<file path="src/hdl/core_pkg.sv">
package core_pkg;

    typedef logic [31:0] word_t;    // data, address or instruction
    typedef logic [4:0]  reg_idx_t;

    typedef enum logic [2:0] {
        ALU_ADD,
        ALU_SUB,
        ALU_AND,
        ALU_OR,
        ALU_XOR,
        ALU_PASS_B   // lui
    } alu_op_e;

    typedef enum logic [1:0] {
        FWD_NONE,
        FWD_LS,
        FWD_WB
    } fwd_sel_e;

    // decode -> execute
    typedef struct packed {
        logic     valid;
        word_t    pc;
        word_t    rs1_val;
        word_t    rs2_val;
        word_t    imm;
        reg_idx_t rs1;   // zero when the field is not a source
        reg_idx_t rs2;
        reg_idx_t rd;
        alu_op_e  alu_op;
        logic     use_imm;
        logic     is_load;
        logic     is_store;
        logic     is_branch_ne;
        logic     is_branch_eq;
        logic     is_jal;
        logic     wb_en;
    } id_ex_t;

    // execute -> load/store
    typedef struct packed {
        logic     valid;
        word_t    pc;
        word_t    result;   // address for loads and stores
        word_t    store_data;
        reg_idx_t rd;
        logic     is_load;
        logic     is_store;
        logic     wb_en;
    } ex_ls_t;

    // register write port and retire record
    typedef struct packed {
        logic     valid;
        word_t    pc;
        reg_idx_t rd;
        word_t    data;
        logic     wb_en;
    } wb_t;

endpackage

</file>
<file path="src/hdl/bus_pkg.sv">
package bus_pkg;

    typedef logic [3:0] sel_t;   // byte lanes

    // wishbone classic, master side
    typedef struct packed {
        logic            cyc;
        logic            stb;
        logic            we;
        core_pkg::word_t adr;
        core_pkg::word_t dat;
        sel_t            sel;
    } wb_req_t;

    typedef struct packed {
        logic            ack;
        core_pkg::word_t dat;
    } wb_rsp_t;

endpackage

</file>
<file path="src/hdl/if_stage.sv">
module if_stage #(
    parameter core_pkg::word_t RESET_PC = 32'h0000_0000
) (
    input  logic             clk,
    input  logic             arst_n_i,
    input  logic             stall_i,
    input  logic             redirect_i,
    input  core_pkg::word_t  target_i,
    output bus_pkg::wb_req_t ibus_req_o,
    input  bus_pkg::wb_rsp_t ibus_rsp_i,
    output core_pkg::word_t  instr_o,
    output core_pkg::word_t  pc_o,
    output logic             valid_o,
    output logic             fetch_wait_o
);

    typedef enum logic [1:0] {
        IDLE,
        BUSY,
        DISCARD
    } fetch_state_e;

    fetch_state_e    state_q;
    core_pkg::word_t pc_q;        // address on the bus
    core_pkg::word_t target_q;    // restart point while discarding
    core_pkg::word_t held_instr_q;
    core_pkg::word_t held_pc_q;
    logic            held_q;
    logic            ack;
    logic            take_redirect;

    assign ack           = (state_q != IDLE) && ibus_rsp_i.ack;
    assign take_redirect = redirect_i && !stall_i;

    always_comb begin
        ibus_req_o     = '0;
        ibus_req_o.cyc = (state_q != IDLE);
        ibus_req_o.stb = (state_q != IDLE);
        ibus_req_o.adr = pc_q;
        ibus_req_o.sel = '1;
    end

    assign valid_o      = held_q || (state_q == BUSY && ack);
    assign instr_o      = held_q ? held_instr_q : ibus_rsp_i.dat;
    assign pc_o         = held_q ? held_pc_q : pc_q;
    assign fetch_wait_o = !valid_o;

    always_ff @(posedge clk or negedge arst_n_i) begin
        if (!arst_n_i) begin
            state_q <= IDLE;
            pc_q    <= RESET_PC;
            held_q  <= 1'b0;
        end else begin
            case (state_q)
                IDLE: begin
                    if (!held_q || !stall_i) begin   // buffer drained or never filled
                        held_q  <= 1'b0;
                        state_q <= BUSY;
                        if (take_redirect) begin
                            pc_q <= target_i;
                        end
                    end
                end
                BUSY: begin
                    if (take_redirect) begin
                        if (ack) begin
                            pc_q <= target_i;
                        end else begin
                            state_q <= DISCARD;   // let the old read finish
                        end
                    end else if (ack) begin
                        pc_q <= pc_q + 32'd4;
                        if (stall_i) begin
                            held_q  <= 1'b1;
                            state_q <= IDLE;
                        end
                    end
                end
                DISCARD: begin
                    if (ack) begin
                        pc_q    <= take_redirect ? target_i : target_q;
                        state_q <= BUSY;
                    end
                end
                default: state_q <= IDLE;
            endcase
        end
    end

    always_ff @(posedge clk) begin
        if (state_q == BUSY && ack && stall_i) begin
            held_instr_q <= ibus_rsp_i.dat;
            held_pc_q    <= pc_q;
        end
        if (take_redirect) begin
            target_q <= target_i;
        end
    end

    a_ibus_hold: assert property (@(posedge clk) disable iff (!arst_n_i)
        ibus_req_o.stb && !ibus_rsp_i.ack |=> $stable(ibus_req_o));

endmodule

</file>
<file path="src/hdl/id_stage.sv">
module id_stage (
    input  logic              clk,
    input  logic              arst_n_i,
    input  logic              stall_i,
    input  logic              flush_i,
    input  core_pkg::word_t   instr_i,
    input  core_pkg::word_t   pc_i,
    input  logic              valid_i,
    input  core_pkg::wb_t     wb_i,
    input  core_pkg::id_ex_t  ex_i,
    output core_pkg::id_ex_t  id_ex_o,
    output logic              load_use_o
);

    localparam logic [6:0] OP_IMM    = 7'b0010011;
    localparam logic [6:0] OP_REG    = 7'b0110011;
    localparam logic [6:0] OP_LUI    = 7'b0110111;
    localparam logic [6:0] OP_LOAD   = 7'b0000011;
    localparam logic [6:0] OP_STORE  = 7'b0100011;
    localparam logic [6:0] OP_BRANCH = 7'b1100011;
    localparam logic [6:0] OP_JAL    = 7'b1101111;

    logic            valid_q;
    core_pkg::word_t pc_q;
    core_pkg::word_t instr_q;
    core_pkg::word_t regs [1:31];   // x0 is not stored
    logic            use_rs1;
    logic            use_rs2;

    always_ff @(posedge clk or negedge arst_n_i) begin
        if (!arst_n_i) begin
            valid_q <= 1'b0;
        end else if (flush_i) begin
            valid_q <= 1'b0;
        end else if (!stall_i) begin
            valid_q <= valid_i;
        end
    end

    always_ff @(posedge clk) begin
        if (!stall_i) begin
            pc_q    <= pc_i;
            instr_q <= instr_i;
        end
    end

    always_ff @(posedge clk or negedge arst_n_i) begin
        if (!arst_n_i) begin
            for (int i = 1; i < 32; i++) begin
                regs[i] <= '0;
            end
        end else if (wb_i.valid && wb_i.wb_en) begin
            regs[wb_i.rd] <= wb_i.data;
        end
    end

    always_comb begin
        id_ex_o        = '0;
        id_ex_o.valid  = valid_q;
        id_ex_o.pc     = pc_q;
        id_ex_o.rd     = instr_q[11:7];
        id_ex_o.alu_op = core_pkg::ALU_ADD;
        use_rs1        = 1'b0;
        use_rs2        = 1'b0;
        case (instr_q[6:0])
            OP_IMM: begin   // addi only
                id_ex_o.imm     = {{20{instr_q[31]}}, instr_q[31:20]};
                id_ex_o.use_imm = 1'b1;
                id_ex_o.wb_en   = (instr_q[14:12] == 3'b000);
                use_rs1         = 1'b1;
            end
            OP_REG: begin
                use_rs1       = 1'b1;
                use_rs2       = 1'b1;
                id_ex_o.wb_en = 1'b1;
                case (instr_q[14:12])
                    3'b000:  id_ex_o.alu_op = instr_q[30] ? core_pkg::ALU_SUB : core_pkg::ALU_ADD;
                    3'b100:  id_ex_o.alu_op = core_pkg::ALU_XOR;
                    3'b110:  id_ex_o.alu_op = core_pkg::ALU_OR;
                    3'b111:  id_ex_o.alu_op = core_pkg::ALU_AND;
                    default: id_ex_o.wb_en  = 1'b0;
                endcase
            end
            OP_LUI: begin
                id_ex_o.imm     = {instr_q[31:12], 12'b0};
                id_ex_o.use_imm = 1'b1;
                id_ex_o.alu_op  = core_pkg::ALU_PASS_B;
                id_ex_o.wb_en   = 1'b1;
            end
            OP_LOAD: begin
                id_ex_o.imm     = {{20{instr_q[31]}}, instr_q[31:20]};
                id_ex_o.use_imm = 1'b1;
                id_ex_o.is_load = 1'b1;
                id_ex_o.wb_en   = 1'b1;
                use_rs1         = 1'b1;
            end
            OP_STORE: begin
                id_ex_o.imm      = {{20{instr_q[31]}}, instr_q[31:25], instr_q[11:7]};
                id_ex_o.use_imm  = 1'b1;
                id_ex_o.is_store = 1'b1;
                use_rs1          = 1'b1;
                use_rs2          = 1'b1;
            end
            OP_BRANCH: begin
                id_ex_o.imm = {{19{instr_q[31]}}, instr_q[31], instr_q[7],
                               instr_q[30:25], instr_q[11:8], 1'b0};
                id_ex_o.is_branch_eq = (instr_q[14:12] == 3'b000);
                id_ex_o.is_branch_ne = (instr_q[14:12] == 3'b001);
                use_rs1              = 1'b1;
                use_rs2              = 1'b1;
            end
            OP_JAL: begin
                id_ex_o.imm = {{11{instr_q[31]}}, instr_q[31], instr_q[19:12],
                               instr_q[20], instr_q[30:21], 1'b0};
                id_ex_o.is_jal = 1'b1;
                id_ex_o.wb_en  = 1'b1;
            end
            default: ;
        endcase
        id_ex_o.rs1 = use_rs1 ? instr_q[19:15] : '0;
        id_ex_o.rs2 = use_rs2 ? instr_q[24:20] : '0;
        if (id_ex_o.rd == '0) begin
            id_ex_o.wb_en = 1'b0;   // x0 writes retire with no effect
        end
        id_ex_o.rs1_val = (id_ex_o.rs1 == '0) ? '0 : regs[id_ex_o.rs1];
        id_ex_o.rs2_val = (id_ex_o.rs2 == '0) ? '0 : regs[id_ex_o.rs2];
        if (wb_i.valid && wb_i.wb_en && wb_i.rd == id_ex_o.rs1) begin
            id_ex_o.rs1_val = wb_i.data;   // same-cycle write bypass
        end
        if (wb_i.valid && wb_i.wb_en && wb_i.rd == id_ex_o.rs2) begin
            id_ex_o.rs2_val = wb_i.data;
        end
    end

    assign load_use_o = valid_q && ex_i.valid && ex_i.is_load && ex_i.rd != '0 &&
                        (ex_i.rd == id_ex_o.rs1 || ex_i.rd == id_ex_o.rs2);

    // decode drops wb_en for rd 0, so nothing reaching writeback may target x0
    a_no_x0_write: assert property (@(posedge clk) disable iff (!arst_n_i)
        wb_i.valid && wb_i.wb_en |-> wb_i.rd != '0);

endmodule

</file>
<file path="src/hdl/ex_stage.sv">
module ex_stage (
    input  logic              clk,
    input  logic              arst_n_i,
    input  logic              stall_i,
    input  logic              flush_i,
    input  logic              bubble_i,
    input  core_pkg::id_ex_t  id_ex_i,
    input  core_pkg::ex_ls_t  ls_i,
    input  core_pkg::wb_t     wb_i,
    output core_pkg::ex_ls_t  ex_ls_o,
    output logic              redirect_o,
    output core_pkg::word_t   target_o
);

    core_pkg::id_ex_t q;
    core_pkg::word_t  op_a;
    core_pkg::word_t  op_b;
    core_pkg::word_t  rhs;
    core_pkg::word_t  result;
    logic             taken;

    function automatic core_pkg::word_t forward(input core_pkg::reg_idx_t idx,
                                                input core_pkg::word_t    own,
                                                input core_pkg::ex_ls_t   ls,
                                                input core_pkg::wb_t      wb);
        core_pkg::fwd_sel_e sel;
        sel = core_pkg::FWD_NONE;
        if (wb.valid && wb.wb_en && wb.rd == idx) begin
            sel = core_pkg::FWD_WB;
        end
        if (ls.valid && ls.wb_en && !ls.is_load && ls.rd == idx) begin
            sel = core_pkg::FWD_LS;   // younger result wins
        end
        case (sel)
            core_pkg::FWD_LS: return ls.result;
            core_pkg::FWD_WB: return wb.data;
            default:          return own;
        endcase
    endfunction

    always_ff @(posedge clk or negedge arst_n_i) begin
        if (!arst_n_i) begin
            q <= '0;
        end else if (stall_i) begin
            q.rs1_val <= op_a;   // writeback may leave while frozen
            q.rs2_val <= op_b;
        end else if (flush_i || bubble_i) begin
            q.valid <= 1'b0;
        end else begin
            q <= id_ex_i;
        end
    end

    assign op_a = forward(q.rs1, q.rs1_val, ls_i, wb_i);
    assign op_b = forward(q.rs2, q.rs2_val, ls_i, wb_i);
    assign rhs  = q.use_imm ? q.imm : op_b;

    always_comb begin
        case (q.alu_op)
            core_pkg::ALU_SUB:    result = op_a - rhs;
            core_pkg::ALU_AND:    result = op_a & rhs;
            core_pkg::ALU_OR:     result = op_a | rhs;
            core_pkg::ALU_XOR:    result = op_a ^ rhs;
            core_pkg::ALU_PASS_B: result = rhs;
            default:              result = op_a + rhs;
        endcase
        if (q.is_jal) begin
            result = q.pc + 32'd4;   // link address
        end
    end

    assign taken = q.is_jal || (q.is_branch_eq && op_a == op_b) ||
                   (q.is_branch_ne && op_a != op_b);
    assign redirect_o = q.valid && taken;
    assign target_o   = q.pc + q.imm;

    always_comb begin
        ex_ls_o.valid      = q.valid;
        ex_ls_o.pc         = q.pc;
        ex_ls_o.result     = result;
        ex_ls_o.store_data = op_b;
        ex_ls_o.rd         = q.rd;
        ex_ls_o.is_load    = q.valid && q.is_load;
        ex_ls_o.is_store   = q.valid && q.is_store;
        ex_ls_o.wb_en      = q.valid && q.wb_en;
    end

endmodule

</file>
<file path="src/hdl/ls_stage.sv">
module ls_stage (
    input  logic              clk,
    input  logic              arst_n_i,
    input  core_pkg::ex_ls_t  ex_ls_i,
    output bus_pkg::wb_req_t  dbus_req_o,
    input  bus_pkg::wb_rsp_t  dbus_rsp_i,
    output logic              mem_wait_o,
    output core_pkg::ex_ls_t  ls_o,
    output core_pkg::wb_t     wb_o
);

    core_pkg::ex_ls_t q;
    logic             mem_op;

    assign mem_op     = q.valid && (q.is_load || q.is_store);
    assign mem_wait_o = mem_op && !dbus_rsp_i.ack;
    assign ls_o       = q;

    always_comb begin
        dbus_req_o.cyc = mem_op;
        dbus_req_o.stb = mem_op;
        dbus_req_o.we  = q.is_store;
        dbus_req_o.adr = q.result;
        dbus_req_o.dat = q.store_data;
        dbus_req_o.sel = '1;   // word accesses only
    end

    always_ff @(posedge clk or negedge arst_n_i) begin
        if (!arst_n_i) begin
            q    <= '0;
            wb_o <= '0;
        end else begin
            if (!mem_wait_o) begin
                q <= ex_ls_i;
            end
            wb_o.valid <= q.valid && !mem_wait_o;   // nothing retires during a wait
            wb_o.pc    <= q.pc;
            wb_o.rd    <= q.rd;
            wb_o.data  <= q.is_load ? dbus_rsp_i.dat : q.result;
            wb_o.wb_en <= q.wb_en;
        end
    end

    // execute only marks a store on a valid entry
    a_we_with_stb: assert property (@(posedge clk) disable iff (!arst_n_i)
        dbus_req_o.we |-> dbus_req_o.stb);

endmodule

</file>
<file path="src/hdl/pipeline_ctrl.sv">
module pipeline_ctrl (
    input  logic load_use_i,
    input  logic redirect_i,
    input  logic fetch_wait_i,
    input  logic mem_wait_i,
    output logic stall_if_o,
    output logic stall_id_o,
    output logic stall_ex_o,
    output logic flush_id_o,
    output logic flush_ex_o,
    output logic bubble_ex_o
);

    // a data bus wait freezes every stage
    assign stall_ex_o = mem_wait_i;

    // load-use holds fetch and decode for one cycle
    assign stall_if_o = mem_wait_i || load_use_i;
    assign stall_id_o = mem_wait_i || load_use_i;

    assign flush_ex_o = !mem_wait_i && redirect_i;
    assign flush_id_o = !mem_wait_i && (redirect_i || (fetch_wait_i && !load_use_i));

    assign bubble_ex_o = !mem_wait_i && !redirect_i && load_use_i;   // never both in practice

endmodule

</file>
<file path="src/hdl/core_top.sv">
module core_top #(
    parameter core_pkg::word_t RESET_PC = 32'h0000_0000
) (
    input  logic             clk,
    input  logic             arst_n_i,
    output bus_pkg::wb_req_t ibus_req_o,
    input  bus_pkg::wb_rsp_t ibus_rsp_i,
    output bus_pkg::wb_req_t dbus_req_o,
    input  bus_pkg::wb_rsp_t dbus_rsp_i,
    output core_pkg::wb_t    retire_o
);

    logic             stall_if;
    logic             stall_id;
    logic             stall_ex;
    logic             flush_id;
    logic             flush_ex;
    logic             bubble_ex;
    logic             load_use;
    logic             redirect;
    logic             fetch_wait;
    logic             mem_wait;
    logic             if_valid;
    core_pkg::word_t  target;
    core_pkg::word_t  if_instr;
    core_pkg::word_t  if_pc;
    core_pkg::id_ex_t id_ex;
    core_pkg::id_ex_t ex_view;
    core_pkg::ex_ls_t ex_ls;
    core_pkg::ex_ls_t ls_fwd;
    core_pkg::wb_t    wb;

    // hazard check in decode only needs the load and its rd
    always_comb begin
        ex_view         = '0;
        ex_view.valid   = ex_ls.valid;
        ex_view.rd      = ex_ls.rd;
        ex_view.is_load = ex_ls.is_load;
    end

    assign retire_o = wb;

    if_stage #(
        .RESET_PC (RESET_PC)
    ) if_u (
        .clk          (clk),
        .arst_n_i     (arst_n_i),
        .stall_i      (stall_if),
        .redirect_i   (redirect),
        .target_i     (target),
        .ibus_req_o   (ibus_req_o),
        .ibus_rsp_i   (ibus_rsp_i),
        .instr_o      (if_instr),
        .pc_o         (if_pc),
        .valid_o      (if_valid),
        .fetch_wait_o (fetch_wait)
    );

    id_stage id_u (
        .clk        (clk),
        .arst_n_i   (arst_n_i),
        .stall_i    (stall_id),
        .flush_i    (flush_id),
        .instr_i    (if_instr),
        .pc_i       (if_pc),
        .valid_i    (if_valid),
        .wb_i       (wb),
        .ex_i       (ex_view),
        .id_ex_o    (id_ex),
        .load_use_o (load_use)
    );

    ex_stage ex_u (
        .clk        (clk),
        .arst_n_i   (arst_n_i),
        .stall_i    (stall_ex),
        .flush_i    (flush_ex),
        .bubble_i   (bubble_ex),
        .id_ex_i    (id_ex),
        .ls_i       (ls_fwd),
        .wb_i       (wb),
        .ex_ls_o    (ex_ls),
        .redirect_o (redirect),
        .target_o   (target)
    );

    ls_stage ls_u (
        .clk        (clk),
        .arst_n_i   (arst_n_i),
        .ex_ls_i    (ex_ls),
        .dbus_req_o (dbus_req_o),
        .dbus_rsp_i (dbus_rsp_i),
        .mem_wait_o (mem_wait),
        .ls_o       (ls_fwd),
        .wb_o       (wb)
    );

    pipeline_ctrl ctrl_u (
        .load_use_i   (load_use),
        .redirect_i   (redirect),
        .fetch_wait_i (fetch_wait),
        .mem_wait_i   (mem_wait),
        .stall_if_o   (stall_if),
        .stall_id_o   (stall_id),
        .stall_ex_o   (stall_ex),
        .flush_id_o   (flush_id),
        .flush_ex_o   (flush_ex),
        .bubble_ex_o  (bubble_ex)
    );

endmodule

</file>
<file path="config.mk">
export PLATFORM = sky130hd
export DESIGN_NAME = core_top
export DESIGN_NICKNAME = d
export VERILOG_FILES = /design/src/hdl/core_pkg.sv /design/src/hdl/bus_pkg.sv /design/src/hdl/if_stage.sv /design/src/hdl/id_stage.sv /design/src/hdl/ex_stage.sv /design/src/hdl/ls_stage.sv /design/src/hdl/pipeline_ctrl.sv /design/src/hdl/core_top.sv
export SDC_FILE = /design/constraint.sdc
export NUM_CORES = 2
export LEC_CHECK = 0
export ABC_AREA = 1
export BUFFER_PORTS_ARGS = -buffer_cell sky130_fd_sc_hd__clkbuf_2
export CAP_MARGIN = 5
export CORE_ASPECT_RATIO = 0.7
export CORE_UTILIZATION = 35
export DETAILED_ROUTE_END_ITERATION = 8
export PLACE_DENSITY_LB_ADDON = 0.3
export SYNTH_ARGS = -nofsm -noshare
export SYNTH_HDL_FRONTEND = slang
export SYNTH_SLANG_ARGS = --single-unit
</file>
<file path="constraint.sdc">
create_clock -name clk -period 8.7 [get_ports clk]
set_input_delay 1.305 -clock clk [delete_from_list [all_inputs] [get_ports clk]]
set_output_delay 1.305 -clock clk [all_outputs]
set_load 0.005 [all_outputs]
</file>
==> impl_metrics.tcl <==
set metrics [dict create \
    clock_sinks 1518 \
    fin_crit_sh 0.806 \
    htree_levels 4 \
    synth_edf_count 128 \
    crit_path_frequent_cell "nand2_1" \
    worstSetupEndpointType "flop" \
    critPathArrivalTime_ns 7.77 \
    layout.nets 11100 \
    hp-class "input pin to async pin" \
    power.density_nw_per_um2 203 \
    synthDistinctLibCells 66 \
    grt_start_max_net_pins 187 \
    vias_per_cell 6.02 \
    clock_latency_ns 0.86 \
    hpwl_um 244000 \
    clockRootBuffer "clkbuf_16" \
    clkTransAtPathRegs_ns 0.07 \
    syn_to_final_growth_pct 9.79 \
    fill_cells 24800 \
    cap_violations 0 \
    fmax_mhz 143 \
    first_global_vias 78500 \
    worst_path_largest_cell_delay_ns 0.63 \
    synth_commonest_cells "nand2_1 (3268), o21ai_0 (1615), dfrtp_1 (1358)" \
    fin_util 0.388 \
    cts_tree "done" \
    period_minus_slack_ns 7.01 \
    p_leak_nw 40.9 \
    grt_pass1_wl_um 559000 \
    drcViolationCount 0 \
    multi_input_area_um2 40800 \
    rows 151 \
    finalClockSkew_ns 0.0707 \
    synthMostInstantiatedCell "nand2_1" \
    tightest_slew_ns 1.37 \
    die_y_um 416 \
    portBuffers 239 \
    regArea_um2 38500 \
    netlist_area_um2 85800 \
    yosys.area.top_type "dfrtp_1" \
    cp_max_fo 14 \
    cp_top_family "simple AND/OR/NAND/NOR gates" \
    drtPass1Iterations 8 \
    drtAntennaViolNets 0 \
    irDropWorstVdd_mv 0.196 \
    cts_buffers 164 \
    cts_buffer_depth 4 \
    dieArea_um2 247000 \
    drt_iter0_drc 13500 \
    setup-tns-final_ns 0 \
    synth.area.top_cells "dfrtp_1 (40%), nand2_1 (14%), o21ai_0 (9.4%)" \
    core-area_um2 243000 \
    post_cts_buffers 0 \
    antenna_found_initial 27 \
    avgSynthCellArea_um2 7.61 \
    layout-drive-gt1-share 0.0749 \
    grt_use_total 0.303 \
    fin_cells 14200 \
    synthFlopType "dfrtp_1" \
    ctsHoldBuffers 0 \
    grt_overflow 0 \
    start_kind "flop" \
    cp_num_buf_inv 4 \
    hold_violations 0 \
    drv_slew 0 \
    required_ns 9.46 \
    relSlewSlack 0.0755 \
    wl_per_cell_um 27.2 \
    drt-total-wl_um 387000 \
    ys_seq_elements 1518 \
    worstSetupPathType "flop to flop" \
    gp_congestion 1.01 \
    cts.repair.resized 0 \
    reg2reg_setup_slack_ns 1.69 \
    seq_area_frac_synth 0.448 \
    critical-path-slowest-cell "dfrtp_1" \
    io_pins 281 \
    yosysWarningCount 0 \
    synthCells 11300 \
    yosysTopAreaCellShare 0.396 \
    finalSetupViolCount 0 \
    async_flop_share 0.895 \
    via_count 85700 \
    rsz0062_at_grt "no" \
    dp_cells 13900 \
    fp.dieW_um 594 \
    start_util 0.354 \
    status "completed" \
]
-- metrics by stage --
step	area [um2]	total power, mW	hold WS (ns)	worst slack (ns)
detailed placement	88800	11.8	0.362	2.01
global placement	88800	11.7	0.361	1.96
floorplan	86000	9.96	0.354	1.86
CTS	94200	19.1	0.377	1.96
finish	94200	19.2	0.366	1.69
global route	94200	19.7	0.382	1.17
-- worst paths after layout --
check | start | end | cells after the start
worst max-delay path | ls_u.wb_o[34]$_DFF_PN0_ | ls_u.dbus_req_o[67]$_DFFE_PN0N_ | 35
worst min-delay path | arst_n_i | id_u.regs[625]$_DFFE_PN0P_ | 1
worst max register to register | ls_u.wb_o[34]$_DFF_PN0_ | ls_u.dbus_req_o[67]$_DFFE_PN0N_ | 35
worst min register to register | ls_u.ls_o[82]$_DFFE_PN0N_ | ls_u.wb_o[48]$_DFF_PN0_ | 0
max in group asynchronous | arst_n_i | ls_u.dbus_req_o[18]$_DFFE_PN0N_ | 3
min in group clk | ls_u.ls_o[82]$_DFFE_PN0N_ | ls_u.wb_o[48]$_DFF_PN0_ | 0
-- registers in the layout, indices dropped and copies added (netlist names), 38 cells and up --
name and count:
ex_u.ex_ls_o 38, ex_u.q 116, ls_u.wb_o 71, ls_u.dbus_req_o 65, id_u.regs 992, ls_u.ls_o 40
-- worst reg2reg max path: cells and delay by family (launching register included) --
kind / cells / cell delay [ns]
AOI/OAI and AO/OA: 7 / 1.80
DFF: 1 / 0.63
xor gates and xnor gates: 1 / 0.10
buffers and inverters: 4 / 0.43
adders and majority gates: 2 / 0.68
and+or+nand+nor: 21 / 3.28
-- report_power, final --
group          internal [mW]  total, mW  switching, mW
registers               7.66       8.42          0.766
clock network           4.17       7.40           3.23
logic                  0.823       3.35           2.53
total                   12.6       19.2           6.52
-- per-layer routing --
layer,GRT usage,share of wire,vias to the layer above
met2,0.401,0.38,5655
met5,0,0.00035,-
met3,0.104,0.14,940
li1,-,-,37400
met4,0.110,0.040,20
met1,0.448,0.43,41800
-- cell usage in the layout, fill, tap and decap left out, types with 18 or more instances in the layout --
cell	netlist	layout
nor2_1	327	321
o221ai_1	21	21
a211oi_1	46	46
clkbuf_8	0	34
o31ai_1	33	33
o311ai_0	55	55
nand3b_1	56	56
buf_12	0	21
nand4_1	55	55
a32o_1	26	26
conb_1	2	41
o21ai_1	60	61
a221o_1	26	26
a221oi_1	126	126
nand2_4	2	29
clkbuf_1	778	29
and2_1	18	18
clkbuf_16	0	168
nand2_1	3268	3230
buf_4	134	167
clkinv_2	1	24
inv_2	26	20
dfxtp_1	32	32
xnor2_1	22	22
o22ai_1	27	27
inv_1	662	656
a22oi_1	32	32
a21oi_1	625	625
ha_1	141	141
nand3_1	650	647
o211ai_1	293	293
xor2_1	95	95
a311oi_1	25	25
o21a_1	20	20
a31oi_1	67	67
nor3_1	192	185
edfxtp_1	128	128
o21ai_0	1615	1614
dfrtp_1	1358	1356
clkbuf_2	0	238
-- cell families (layout without fill, tap and decap cells) --
| group | after synthesis | after routing | share of synthesized area |
|---|---|---|---|
| AOI/OAI and AO/OA | 3161 | 3161 | 0.214 |
| xor gates and xnor gates | 117 | 117 | 0.0119 |
| adders and majority gates | 143 | 143 | 0.0210 |
| buffers and inverters | 1708 | 1408 | 0.0826 |
| DFF | 1518 | 1518 | 0.448 |
| muxes | 7 | 7 | 0.000816 |
| other | 2 | 51 | 0.0000875 |
| and+or+nand+nor | 4627 | 4627 | 0.222 |
-- layout make-up --
class                           count  share of cell area
Clock buffer                      232              0.0508
Sequential cell                  1518               0.408
Antenna cell                       10            0.000266
Multi-Input combinational cell   8096               0.433
Inverter                          694              0.0282
Clock inverter                     55             0.00656
Timing Repair Buffer              427              0.0305
Tap cell                         3213              0.0427
No activity file was read; power rests on OpenSTA's default activity.
